<file path="src/rtl/tlb_pkg.sv">
package tlb_pkg;

    // Sv32 address geometry
    localparam int VADDR_W    = 32;
    localparam int PADDR_W    = 34;
    localparam int OFFSET_W   = 12;
    localparam int VPN_PART_W = 10;   // Each of vpn[1], vpn[0]
    localparam int PPN1_W     = 12;
    localparam int PPN0_W     = 10;
    localparam int ASID_W     = 9;

    // Current privilege level, as encoded in mstatus.MPP
    typedef enum logic [1:0] {
        PRIV_U = 2'd0,
        PRIV_S = 2'd1,
        PRIV_M = 2'd3
    } priv_e;

    // Which pipeline port a TLB instance serves
    typedef enum logic [1:0] {
        ACC_FETCH = 2'd0,
        ACC_LOAD  = 2'd1,
        ACC_STORE = 2'd2
    } access_e;

    typedef enum logic [1:0] {
        FENCE_IDLE = 2'd0,
        FENCE_RUN  = 2'd1,   // Invalidate pass
        FENCE_END  = 2'd2    // Drain before lookups resume
    } fence_state_e;

endpackage

</file>
<file path="src/rtl/tlb_array.sv">
`timescale 1ns/1ps

module tlb_array #(
    parameter int               DEPTH  = 8,
    parameter tlb_pkg::access_e ACCESS = tlb_pkg::ACC_STORE,
    localparam int              IDX_W  = $clog2(DEPTH)
) (
    input  logic                                       clk,
    input  logic                                       rst,
    input  logic [2*tlb_pkg::VPN_PART_W-1:0]           key_vpn,
    input  logic [tlb_pkg::ASID_W-1:0]                 key_asid,
    input  logic                                       any_asid,
    input  logic                                       any_addr,
    input  logic                                       inv_en,
    input  logic [IDX_W-1:0]                           inv_idx,
    input  logic                                       fill_en,
    input  logic [IDX_W-1:0]                           fill_idx,
    input  logic [tlb_pkg::VADDR_W-1:0]                fill_vaddr,
    input  logic [tlb_pkg::PPN1_W+tlb_pkg::PPN0_W-1:0] fill_ppn,
    input  logic                                       fill_super,
    input  logic                                       fill_g,
    input  logic                                       fill_u,
    input  logic                                       fill_r,
    input  logic                                       fill_w,
    input  logic                                       fill_x,
    input  logic                                       fill_d,
    input  logic                                       fill_uc,
    input  logic [tlb_pkg::ASID_W-1:0]                 asid,
    output logic [DEPTH-1:0]                           hit_vec,
    output logic [DEPTH-1:0]                           valid_vec,
    output logic [IDX_W-1:0]                           hit_idx,
    output logic                                       hit,
    output logic [tlb_pkg::PPN1_W+tlb_pkg::PPN0_W-1:0] hit_ppn,
    output logic                                       hit_super,
    output logic                                       hit_u,
    output logic                                       hit_r,
    output logic                                       hit_x,
    output logic                                       hit_d,
    output logic                                       hit_exc,
    output logic                                       hit_uc
);
    import tlb_pkg::*;

    localparam int PPN_W = PPN1_W + PPN0_W;

    logic [VPN_PART_W-1:0] ent_vpn1 [DEPTH];
    logic [VPN_PART_W-1:0] ent_vpn0 [DEPTH];
    logic [PPN_W-1:0]      ent_ppn  [DEPTH];
    logic [ASID_W-1:0]     ent_asid [DEPTH];
    logic [DEPTH-1:0]      ent_super;
    logic [DEPTH-1:0]      ent_g;
    logic [DEPTH-1:0]      ent_u;
    logic [DEPTH-1:0]      ent_r;
    logic [DEPTH-1:0]      ent_x;
    logic [DEPTH-1:0]      ent_d;
    logic [DEPTH-1:0]      ent_exc;
    logic [DEPTH-1:0]      ent_uc;
    logic                  fill_exc;

    // Port-specific part of the fault, folded in at fill time
    always_comb begin
        case (ACCESS)
            ACC_FETCH: fill_exc = ~fill_x;
            ACC_LOAD:  fill_exc = 1'b0;
            default:   fill_exc = ~fill_w | ~fill_d;
        endcase
    end

    always_ff @(posedge clk or negedge rst) begin
        if (!rst) begin
            valid_vec <= '0;
        end else if (inv_en) begin
            valid_vec[inv_idx] <= 1'b0;   // Invalidate beats fill
        end else if (fill_en) begin
            valid_vec[fill_idx] <= 1'b1;
        end
    end

    always_ff @(posedge clk) begin
        if (fill_en && !inv_en) begin
            ent_vpn1[fill_idx]  <= fill_vaddr[VADDR_W-1 -: VPN_PART_W];
            ent_vpn0[fill_idx]  <= fill_vaddr[OFFSET_W +: VPN_PART_W];
            ent_ppn[fill_idx]   <= fill_ppn;
            ent_asid[fill_idx]  <= asid;
            ent_super[fill_idx] <= fill_super;
            ent_g[fill_idx]     <= fill_g;
            ent_u[fill_idx]     <= fill_u;
            ent_r[fill_idx]     <= fill_r;
            ent_x[fill_idx]     <= fill_x;
            ent_d[fill_idx]     <= fill_d;
            ent_exc[fill_idx]   <= fill_exc;
            ent_uc[fill_idx]    <= fill_uc;
        end
    end

    for (genvar i = 0; i < DEPTH; i++) begin : g_match
        logic asid_ok;
        logic vpn1_ok;
        logic vpn0_ok;

        assign asid_ok = ent_g[i] | any_asid | (ent_asid[i] == key_asid);
        assign vpn1_ok = (ent_vpn1[i] == key_vpn[VPN_PART_W +: VPN_PART_W]);
        assign vpn0_ok = ent_super[i] | (ent_vpn0[i] == key_vpn[VPN_PART_W-1:0]);
        assign hit_vec[i] = valid_vec[i] & asid_ok & (any_addr | (vpn1_ok & vpn0_ok));
    end

    // Lowest index wins
    always_comb begin
        hit_idx = '0;
        for (int i = DEPTH - 1; i >= 0; i--) begin
            if (hit_vec[i]) begin
                hit_idx = IDX_W'(i);
            end
        end
    end

    assign hit       = |hit_vec;
    assign hit_ppn   = ent_ppn[hit_idx];
    assign hit_super = ent_super[hit_idx];
    assign hit_u     = ent_u[hit_idx];
    assign hit_r     = ent_r[hit_idx];
    assign hit_x     = ent_x[hit_idx];
    assign hit_d     = ent_d[hit_idx];
    assign hit_exc   = ent_exc[hit_idx];
    assign hit_uc    = ent_uc[hit_idx];

endmodule

</file>
<file path="src/rtl/tlb_fence_seq.sv">
`timescale 1ns/1ps

module tlb_fence_seq #(
    parameter int  DEPTH = 8,
    localparam int IDX_W = $clog2(DEPTH)
) (
    input  logic                               clk,
    input  logic                               rst,
    input  logic [tlb_pkg::VADDR_W-1:0]        vaddr,
    input  logic [tlb_pkg::ASID_W-1:0]         asid,
    input  logic                               fence_req,
    input  logic [tlb_pkg::VADDR_W-1:0]        fence_vaddr,
    input  logic [tlb_pkg::ASID_W-1:0]         fence_asid,
    input  logic                               fence_all_addr,
    input  logic                               fence_all_asid,
    input  logic [DEPTH-1:0]                   hit_vec,
    input  logic [IDX_W-1:0]                   hit_idx,
    input  logic [DEPTH-1:0]                   valid_vec,
    output logic [2*tlb_pkg::VPN_PART_W-1:0]   key_vpn,
    output logic [tlb_pkg::ASID_W-1:0]         key_asid,
    output logic                               any_asid,
    output logic                               any_addr,
    output logic                               inv_en,
    output logic [IDX_W-1:0]                   inv_idx,
    output logic                               fence_busy
);
    import tlb_pkg::*;

    fence_state_e              state;
    logic [IDX_W-1:0]          walk_idx;
    logic [2*VPN_PART_W-1:0]   vpn_q;
    logic [ASID_W-1:0]         asid_q;
    logic                      all_addr_q;
    logic                      all_asid_q;
    logic                      running;

    assign running    = (state == FENCE_RUN);
    assign fence_busy = (state != FENCE_IDLE);

    // Fence operands stay fixed for the whole pass
    always_ff @(posedge clk) begin
        if (state == FENCE_IDLE && fence_req) begin
            vpn_q      <= fence_vaddr[VADDR_W-1:OFFSET_W];
            asid_q     <= fence_asid;
            all_addr_q <= fence_all_addr;
            all_asid_q <= fence_all_asid;
        end
    end

    // Array key is shared between lookup and fence
    assign key_vpn  = running ? vpn_q : vaddr[VADDR_W-1:OFFSET_W];
    assign key_asid = running ? asid_q : asid;
    assign any_asid = running & all_asid_q;
    assign any_addr = running & all_addr_q;

    always_comb begin
        if (all_addr_q) begin
            inv_en  = running & valid_vec[walk_idx] & hit_vec[walk_idx];
            inv_idx = walk_idx;
        end else begin
            inv_en  = running & (|hit_vec);   // Lowest matching entry only
            inv_idx = hit_idx;
        end
    end

    always_ff @(posedge clk or negedge rst) begin
        if (!rst) begin
            state    <= FENCE_IDLE;
            walk_idx <= '0;
        end else begin
            case (state)
                FENCE_IDLE: begin
                    if (fence_req) begin
                        state    <= FENCE_RUN;
                        walk_idx <= '0;
                    end
                end
                FENCE_RUN: begin
                    if (!all_addr_q || walk_idx == IDX_W'(DEPTH - 1)) begin
                        state    <= FENCE_END;
                        walk_idx <= '0;
                    end else begin
                        walk_idx <= walk_idx + 1'b1;
                    end
                end
                FENCE_END: begin
                    // Two drain cycles, counted on the walk counter
                    if (walk_idx[0]) begin
                        state <= FENCE_IDLE;
                    end
                    walk_idx <= walk_idx + 1'b1;
                end
                default: begin
                    state <= FENCE_IDLE;
                end
            endcase
        end
    end

endmodule

</file>
<file path="src/rtl/tlb_resp.sv">
`timescale 1ns/1ps

module tlb_resp #(
    parameter tlb_pkg::access_e ACCESS = tlb_pkg::ACC_STORE
) (
    input  logic                                       clk,
    input  logic                                       rst,
    input  logic                                       req,
    input  logic [tlb_pkg::VADDR_W-1:0]                vaddr,
    input  tlb_pkg::priv_e                             priv,
    input  logic                                       satp_on,
    input  logic                                       sum,
    input  logic                                       mxr,
    input  logic                                       hit,
    input  logic [tlb_pkg::PPN1_W+tlb_pkg::PPN0_W-1:0] hit_ppn,
    input  logic                                       hit_super,
    input  logic                                       hit_u,
    input  logic                                       hit_r,
    input  logic                                       hit_x,
    input  logic                                       hit_d,
    input  logic                                       hit_exc,
    input  logic                                       hit_uc,
    output logic [tlb_pkg::PADDR_W-1:0]                paddr,
    output logic                                       miss,
    output logic                                       exception,
    output logic                                       uncache
);
    import tlb_pkg::*;

    logic               bare;
    logic               u_fault;
    logic               r_fault;
    logic               d_fault;
    logic               fault;
    logic [PPN0_W-1:0]  ppn0;
    logic [PADDR_W-1:0] xlate_paddr;
    logic [PADDR_W-1:0] bare_paddr;

    assign bare = (priv == PRIV_M) | ~satp_on;

    // U pages need SUM from S mode, S pages are closed to U mode
    assign u_fault = ((priv == PRIV_U) & ~hit_u) | ((priv == PRIV_S) & hit_u & ~sum);
    assign r_fault = (ACCESS != ACC_FETCH) & ~hit_r & ~(hit_x & mxr);
    assign d_fault = (ACCESS == ACC_STORE) & ~hit_d;
    assign fault   = u_fault | r_fault | d_fault | hit_exc;

    // Superpage takes vpn[0] in place of ppn[0]
    assign ppn0 = hit_super ? vaddr[OFFSET_W +: VPN_PART_W] : hit_ppn[PPN0_W-1:0];

    assign xlate_paddr = {hit_ppn[PPN0_W +: PPN1_W], ppn0, vaddr[OFFSET_W-1:0]};
    assign bare_paddr  = {{(PADDR_W - VADDR_W){1'b0}}, vaddr};

    always_ff @(posedge clk or negedge rst) begin
        if (!rst) begin
            miss      <= 1'b0;
            exception <= 1'b0;
        end else begin
            miss      <= req & ~bare & ~hit;
            exception <= req & ~bare & hit & fault;
        end
    end

    // Held until the next lookup
    always_ff @(posedge clk) begin
        if (req) begin
            paddr   <= bare ? bare_paddr : xlate_paddr;
            uncache <= ~bare & hit_uc;
        end
    end

endmodule

</file>
<file path="src/rtl/tlb_top.sv">
`timescale 1ns/1ps

module tlb_top #(
    parameter int               DEPTH  = 8,
    parameter tlb_pkg::access_e ACCESS = tlb_pkg::ACC_STORE,
    localparam int              IDX_W  = $clog2(DEPTH)
) (
    input  logic                                       clk,
    input  logic                                       rst,
    input  logic                                       req,
    input  logic [tlb_pkg::VADDR_W-1:0]                vaddr,
    input  tlb_pkg::priv_e                             priv,
    input  logic                                       satp_on,
    input  logic [tlb_pkg::ASID_W-1:0]                 asid,
    input  logic                                       sum,
    input  logic                                       mxr,
    input  logic                                       fill_en,
    input  logic [IDX_W-1:0]                           fill_idx,
    input  logic [tlb_pkg::VADDR_W-1:0]                fill_vaddr,
    input  logic [tlb_pkg::PPN1_W+tlb_pkg::PPN0_W-1:0] fill_ppn,
    input  logic                                       fill_super,
    input  logic                                       fill_g,
    input  logic                                       fill_u,
    input  logic                                       fill_r,
    input  logic                                       fill_w,
    input  logic                                       fill_x,
    input  logic                                       fill_d,
    input  logic                                       fill_uc,
    input  logic                                       fence_req,
    input  logic [tlb_pkg::VADDR_W-1:0]                fence_vaddr,
    input  logic [tlb_pkg::ASID_W-1:0]                 fence_asid,
    input  logic                                       fence_all_addr,
    input  logic                                       fence_all_asid,
    output logic [tlb_pkg::PADDR_W-1:0]                paddr,
    output logic                                       miss,
    output logic                                       exception,
    output logic                                       uncache,
    output logic                                       fence_busy
);
    import tlb_pkg::*;

    logic [2*VPN_PART_W-1:0]     key_vpn;
    logic [ASID_W-1:0]           key_asid;
    logic                        any_asid;
    logic                        any_addr;
    logic                        inv_en;
    logic [IDX_W-1:0]            inv_idx;
    logic [DEPTH-1:0]            hit_vec;
    logic [DEPTH-1:0]            valid_vec;
    logic [IDX_W-1:0]            hit_idx;
    logic                        hit;
    logic [PPN1_W+PPN0_W-1:0]    hit_ppn;
    logic                        hit_super;
    logic                        hit_u;
    logic                        hit_r;
    logic                        hit_x;
    logic                        hit_d;
    logic                        hit_exc;
    logic                        hit_uc;

    tlb_fence_seq #(
        .DEPTH (DEPTH)
    ) u_fence_seq (
        .clk            (clk),
        .rst            (rst),
        .vaddr          (vaddr),
        .asid           (asid),
        .fence_req      (fence_req),
        .fence_vaddr    (fence_vaddr),
        .fence_asid     (fence_asid),
        .fence_all_addr (fence_all_addr),
        .fence_all_asid (fence_all_asid),
        .hit_vec        (hit_vec),
        .hit_idx        (hit_idx),
        .valid_vec      (valid_vec),
        .key_vpn        (key_vpn),
        .key_asid       (key_asid),
        .any_asid       (any_asid),
        .any_addr       (any_addr),
        .inv_en         (inv_en),
        .inv_idx        (inv_idx),
        .fence_busy     (fence_busy)
    );

    tlb_array #(
        .DEPTH  (DEPTH),
        .ACCESS (ACCESS)
    ) u_array (
        .clk        (clk),
        .rst        (rst),
        .key_vpn    (key_vpn),
        .key_asid   (key_asid),
        .any_asid   (any_asid),
        .any_addr   (any_addr),
        .inv_en     (inv_en),
        .inv_idx    (inv_idx),
        .fill_en    (fill_en),
        .fill_idx   (fill_idx),
        .fill_vaddr (fill_vaddr),
        .fill_ppn   (fill_ppn),
        .fill_super (fill_super),
        .fill_g     (fill_g),
        .fill_u     (fill_u),
        .fill_r     (fill_r),
        .fill_w     (fill_w),
        .fill_x     (fill_x),
        .fill_d     (fill_d),
        .fill_uc    (fill_uc),
        .asid       (asid),
        .hit_vec    (hit_vec),
        .valid_vec  (valid_vec),
        .hit_idx    (hit_idx),
        .hit        (hit),
        .hit_ppn    (hit_ppn),
        .hit_super  (hit_super),
        .hit_u      (hit_u),
        .hit_r      (hit_r),
        .hit_x      (hit_x),
        .hit_d      (hit_d),
        .hit_exc    (hit_exc),
        .hit_uc     (hit_uc)
    );

    tlb_resp #(
        .ACCESS (ACCESS)
    ) u_resp (
        .clk       (clk),
        .rst       (rst),
        .req       (req),
        .vaddr     (vaddr),
        .priv      (priv),
        .satp_on   (satp_on),
        .sum       (sum),
        .mxr       (mxr),
        .hit       (hit),
        .hit_ppn   (hit_ppn),
        .hit_super (hit_super),
        .hit_u     (hit_u),
        .hit_r     (hit_r),
        .hit_x     (hit_x),
        .hit_d     (hit_d),
        .hit_exc   (hit_exc),
        .hit_uc    (hit_uc),
        .paddr     (paddr),
        .miss      (miss),
        .exception (exception),
        .uncache   (uncache)
    );

endmodule

</file>
<file path="config.mk">
export PLATFORM = sky130hd
export DESIGN_NAME = tlb_top
export DESIGN_NICKNAME = d
export VERILOG_FILES = /design/src/rtl/tlb_pkg.sv /design/src/rtl/tlb_array.sv /design/src/rtl/tlb_fence_seq.sv /design/src/rtl/tlb_resp.sv /design/src/rtl/tlb_top.sv
export SDC_FILE = /design/constraint.sdc
export NUM_CORES = 1
export LEC_CHECK = 0
export ABC_CLOCK_PERIOD_IN_PS = 22500
export BUFFER_PORTS_ARGS = -buffer_cell sky130_fd_sc_hd__buf_2
export CAP_MARGIN = 20
export CORE_ASPECT_RATIO = 1.2
export CORE_MARGIN = 2
export CORE_UTILIZATION = 54
export CTS_CLUSTER_DIAMETER = 120
export DETAILED_ROUTE_END_ITERATION = 6
export PLACE_DENSITY = 0.74
export RECOVER_POWER = 100
export REMOVE_ABC_BUFFERS = 1
export SLEW_MARGIN = 20
export SYNTH_ARGS = -nofsm -noshare
export SYNTH_HDL_FRONTEND = slang
export SYNTH_SLANG_ARGS = --single-unit
</file>
<file path="constraint.sdc">
create_clock -name clk -period 22.5 [get_ports clk]
set_input_delay 3.375 -clock clk [delete_from_list [all_inputs] [get_ports clk]]
set_output_delay 3.375 -clock clk [all_outputs]
set_load 0.1 [all_outputs]
</file>
==> summary.txt <==
Layout
  – Nets: about 1700
  – FF/Latch Area: about 0.017 mm^2
  – Layout fillers: ~3100
  – Proportion of layout cells with a drive suffix above 1: between 10% and 20%
  – Footprint of the multi-input gates: 0.00623 mm^2
  – Most common cell after layout, fill and taps aside: edfxtp_1
  – Utilization after layout: 61.3%
  – Final cell count without fillers: ~2200
  – Area Growth Syn to Fin: 12.7%
  – Most frequent cells in the layout: edfxtp_1 (538), xnor2_1 (208), clkbuf_1 (115), buf_2 (70), mux2i_1 (61)

Routing
  – Routed Antenna Nets: 0
  – Drt drc: 0
  – Final WL: 49600 um
  – DR vias/cell: between 5 and 6
  – Routed len/inst: 23.0 um
  – Via count: around 12000
  – DRT iter0 DRCs: ~1000
  – DRT Pass-1 Iters: 7

Clock network
  – Cts repair resizes: 0
  – Clock Path Buffers: 3
  – Cts hold-fix bufs: 0
  – Clk_lat worst skew: roughly 0.57 ns
  – Clk Tree Root Cell: clkbuf_16
  – Worst-path clk slew: approximately 0.060 ns
  – TritonCTS Sinks: 553
  – Post-CTS Setup Bufs: 0
  – CTS HTree Levels: 2
  – Total CTS buffers: 50
  – TritonCTS clock tree: built

Setup path
  – Max FO, Critical Path: between 100 and 150
  – Register-to-Register Path Depth: 16
  – Crit path cell chain: clkbuf_1 > mux2i_1 > xnor2_1 > nor4_1 > a311oi_1 > a2111oi_0 > nor2_1 > a211oi_1 > o21ba_1 > clkbuf_1 > mux2i_1 > mux2_1 > or3_1 > o311a_1
  – Critical Path Max Stage Delay: around 3.3 ns
  – FF-to-FF setup slack: between 10 and 15 ns
  – Worst R2R End: u_resp.exception
  – Slowest CP cell: clkbuf_1
  – CP arrival: about 12 ns
  – Critical Path Source Type: input pin
  – R2R Path Start: u_fence_seq.state[1]
  – Setup CP Type: input pin to flop
  – CP Capture Type: flop
  – Required @ worst endpoint: about 23 ns

STA
  – Slew HR: -216%
  – Setup TNS Final: 0 ns
  – Final worst path period share: a little over half
  – Final Setup Violations: 0
  – Crit path time final: ~12 ns
  – Slew Viols, Final: 647
  – Max Fclk: around 85 MHz
  – Number of hold violations in the final report: 0
  – Unrepaired setup endpoints after global routing: no
  – Actual slew at the worst max-slew pin: around 4.7 ns
  – Max Clock Skew: between 0.015 and 0.02 ns

GRT
  – GRT overflow: 0
  – First-pass GRT wire length: 73300 um
  – Initial antenna violation count: 5
  – Number of global-route vias before repair: 12200
  – Overall Global Routing Usage: ~22%
  – Largest net degree at the start of global routing: between 100 and 150

Yosys
  – Avg Cell Area, Syn: 16.9 um^2
  – Synth Flop Type: edfxtp_1
  – Async SR Flop Fraction: 2.71%
  – Mapped Area: between 0.02 and 0.025 mm^2
  – Register bit total from synthesis: 553
  – Number of synthesized flops with an enable pin: roughly 540
  – Ys Warns: 0
  – Post-synth cell types: 64
  – Post-synthesis sequential area ratio: 71.6%
  – Mapped Cells: roughly 1400

Status
  – Status: finished with violations
  – Violated checks: max-capacitance violations, max-slew violations

Pwr
  – VDD IR-drop max: about 0.067 mV
  – LEAKAGE: between 8 and 9 nW
  – Flop pwr share: 42.4%
  – Sw Share: 31.0%
  – Gate power share: 27.3%
  – Part of the power in the clock network: between 30% and 40%
  – Int Pwr: a little under 2 mW
  – PwrDens: 111 mW/mm^2
  – Switching power: just under 900 uW

Floorplan
  – Full die area: ~0.044 mm^2
  – Top-Level Pins: 197
  – Core ar.: 0.0425 mm^2
  – Die Wd: a little under 200 um
  – Row count: slightly above 80
  – Die Y: around 230 um
  – Initial Util: between 50% and 60%

Min path
  – Hold Path Class: flop to flop
  – Hold endpoint: u_array.valid_vec[1]
  – Hold_sp: u_array.valid_vec[1]
  – Hold depth: 1

Placement
  – Dpl hpwl: approximately 30000 um
  – Placed Cells: 2060
  – PortBufs: roughly 170
  – GPL Wtd Cong: ~0.85

Run
  – Max-cap violations: 12
-- how the worst max path moves through the flow --
stage                         start                     end  slack, ns
after global routing        asid[3]        u_resp.exception       9.89
after detailed placement  vaddr[29]        u_resp.exception      13.57
after floorplan             asid[3]  u_array.ent_asid[4][0]      12.00
after global placement    vaddr[29]        u_resp.exception      13.62
final                       asid[3]        u_resp.exception      10.72
after CTS                 vaddr[29]        u_resp.exception      14.14
-- registers in the layout, summed over array words and instances (netlist names), 9 cells and up --
name                cells
u_array.ent_ppn       176
u_array.ent_vpn0       80
u_array.ent_vpn1       80
u_array.ent_asid       72
u_resp.paddr           34
u_fence_seq.vpn_q      20
u_fence_seq.asid_q      9
-- per-layer routing --
layer  global-route usage (%)  share of wire, %
met5                        0             0.022
met4                     6.49               2.0
met3                     3.04               5.1
met2                     38.4                51
met1                     30.0                42
-- metrics by stage --
stage / setup slack, ns / hold slack (ns) / total power [mW] / area [um^2]
after global routing: 9.89 / 0.541 / 2.99 / 26000
after detailed placement: 13.57 / 0.511 / 2.04 / 24600
after CTS: 14.14 / 0.526 / 2.91 / 26300
after floorplan: 12.00 / 0.470 / 1.85 / 22900
final: 10.72 / 0.529 / 2.88 / 26000
after global placement: 13.62 / 0.490 / 2.02 / 24600
-- power groups by stage --
stage               Sequential [mW]  Clock (mW)  Combinational (mW)
global placement               1.24           0               0.787
finish                         1.22       0.870               0.788
CTS                            1.22       0.882               0.807
global route                   1.23       0.919               0.845
floorplan                      1.31           0               0.539
detailed placement             1.24           0               0.803
-- area by class of cell --
cell class	count	share of cell area, %
clock buffers	58	5.17
well taps	552	2.65
flip-flops and latches	553	63.5
clock inverters	36	1.37
multi-input cells	752	23.9
inverters	18	0.260
diodes	4	0.0384
repair buffers	185	3.09
-- critical path: cells and delay by family --
family,cells,cell delay (ns)
xor gates and xnor gates,1,0.14
and+or+nand+nor,3,1.00
buffers and inverters,2,3.50
muxes,3,1.81
AOI/OAI and AO/OA,5,2.35
-- synth_stat cells (all sizes together) (11+ instances only) --
library cell,count,area [um^2]
buf,31,195
xor2,24,210
nor3,13,65.1
inv,18,67.6
nor2,41,154
o21ai,40,200
mux2,35,432
mux2i,89,1240
nand2,46,173
xnor2,208,1820
a311oi,12,105
a211oi,42,328
o211ai,11,82.6
dfrtp,15,375
a21oi,32,164
nor4,42,278
clkbuf,13,48.8
nor2b,31,194
edfxtp,538,16200
-- cells by family after synthesis --
logic type,share of synthesized area (%)
AOI/OAI and AO/OA,5.56
buffers and inverters,1.35
and+or+nand+nor,4.84
adders and majority gates,0.433
xor gates and xnor gates,8.80
muxes,7.45
DFF,71.6
Power figures use the tool's default switching activity.
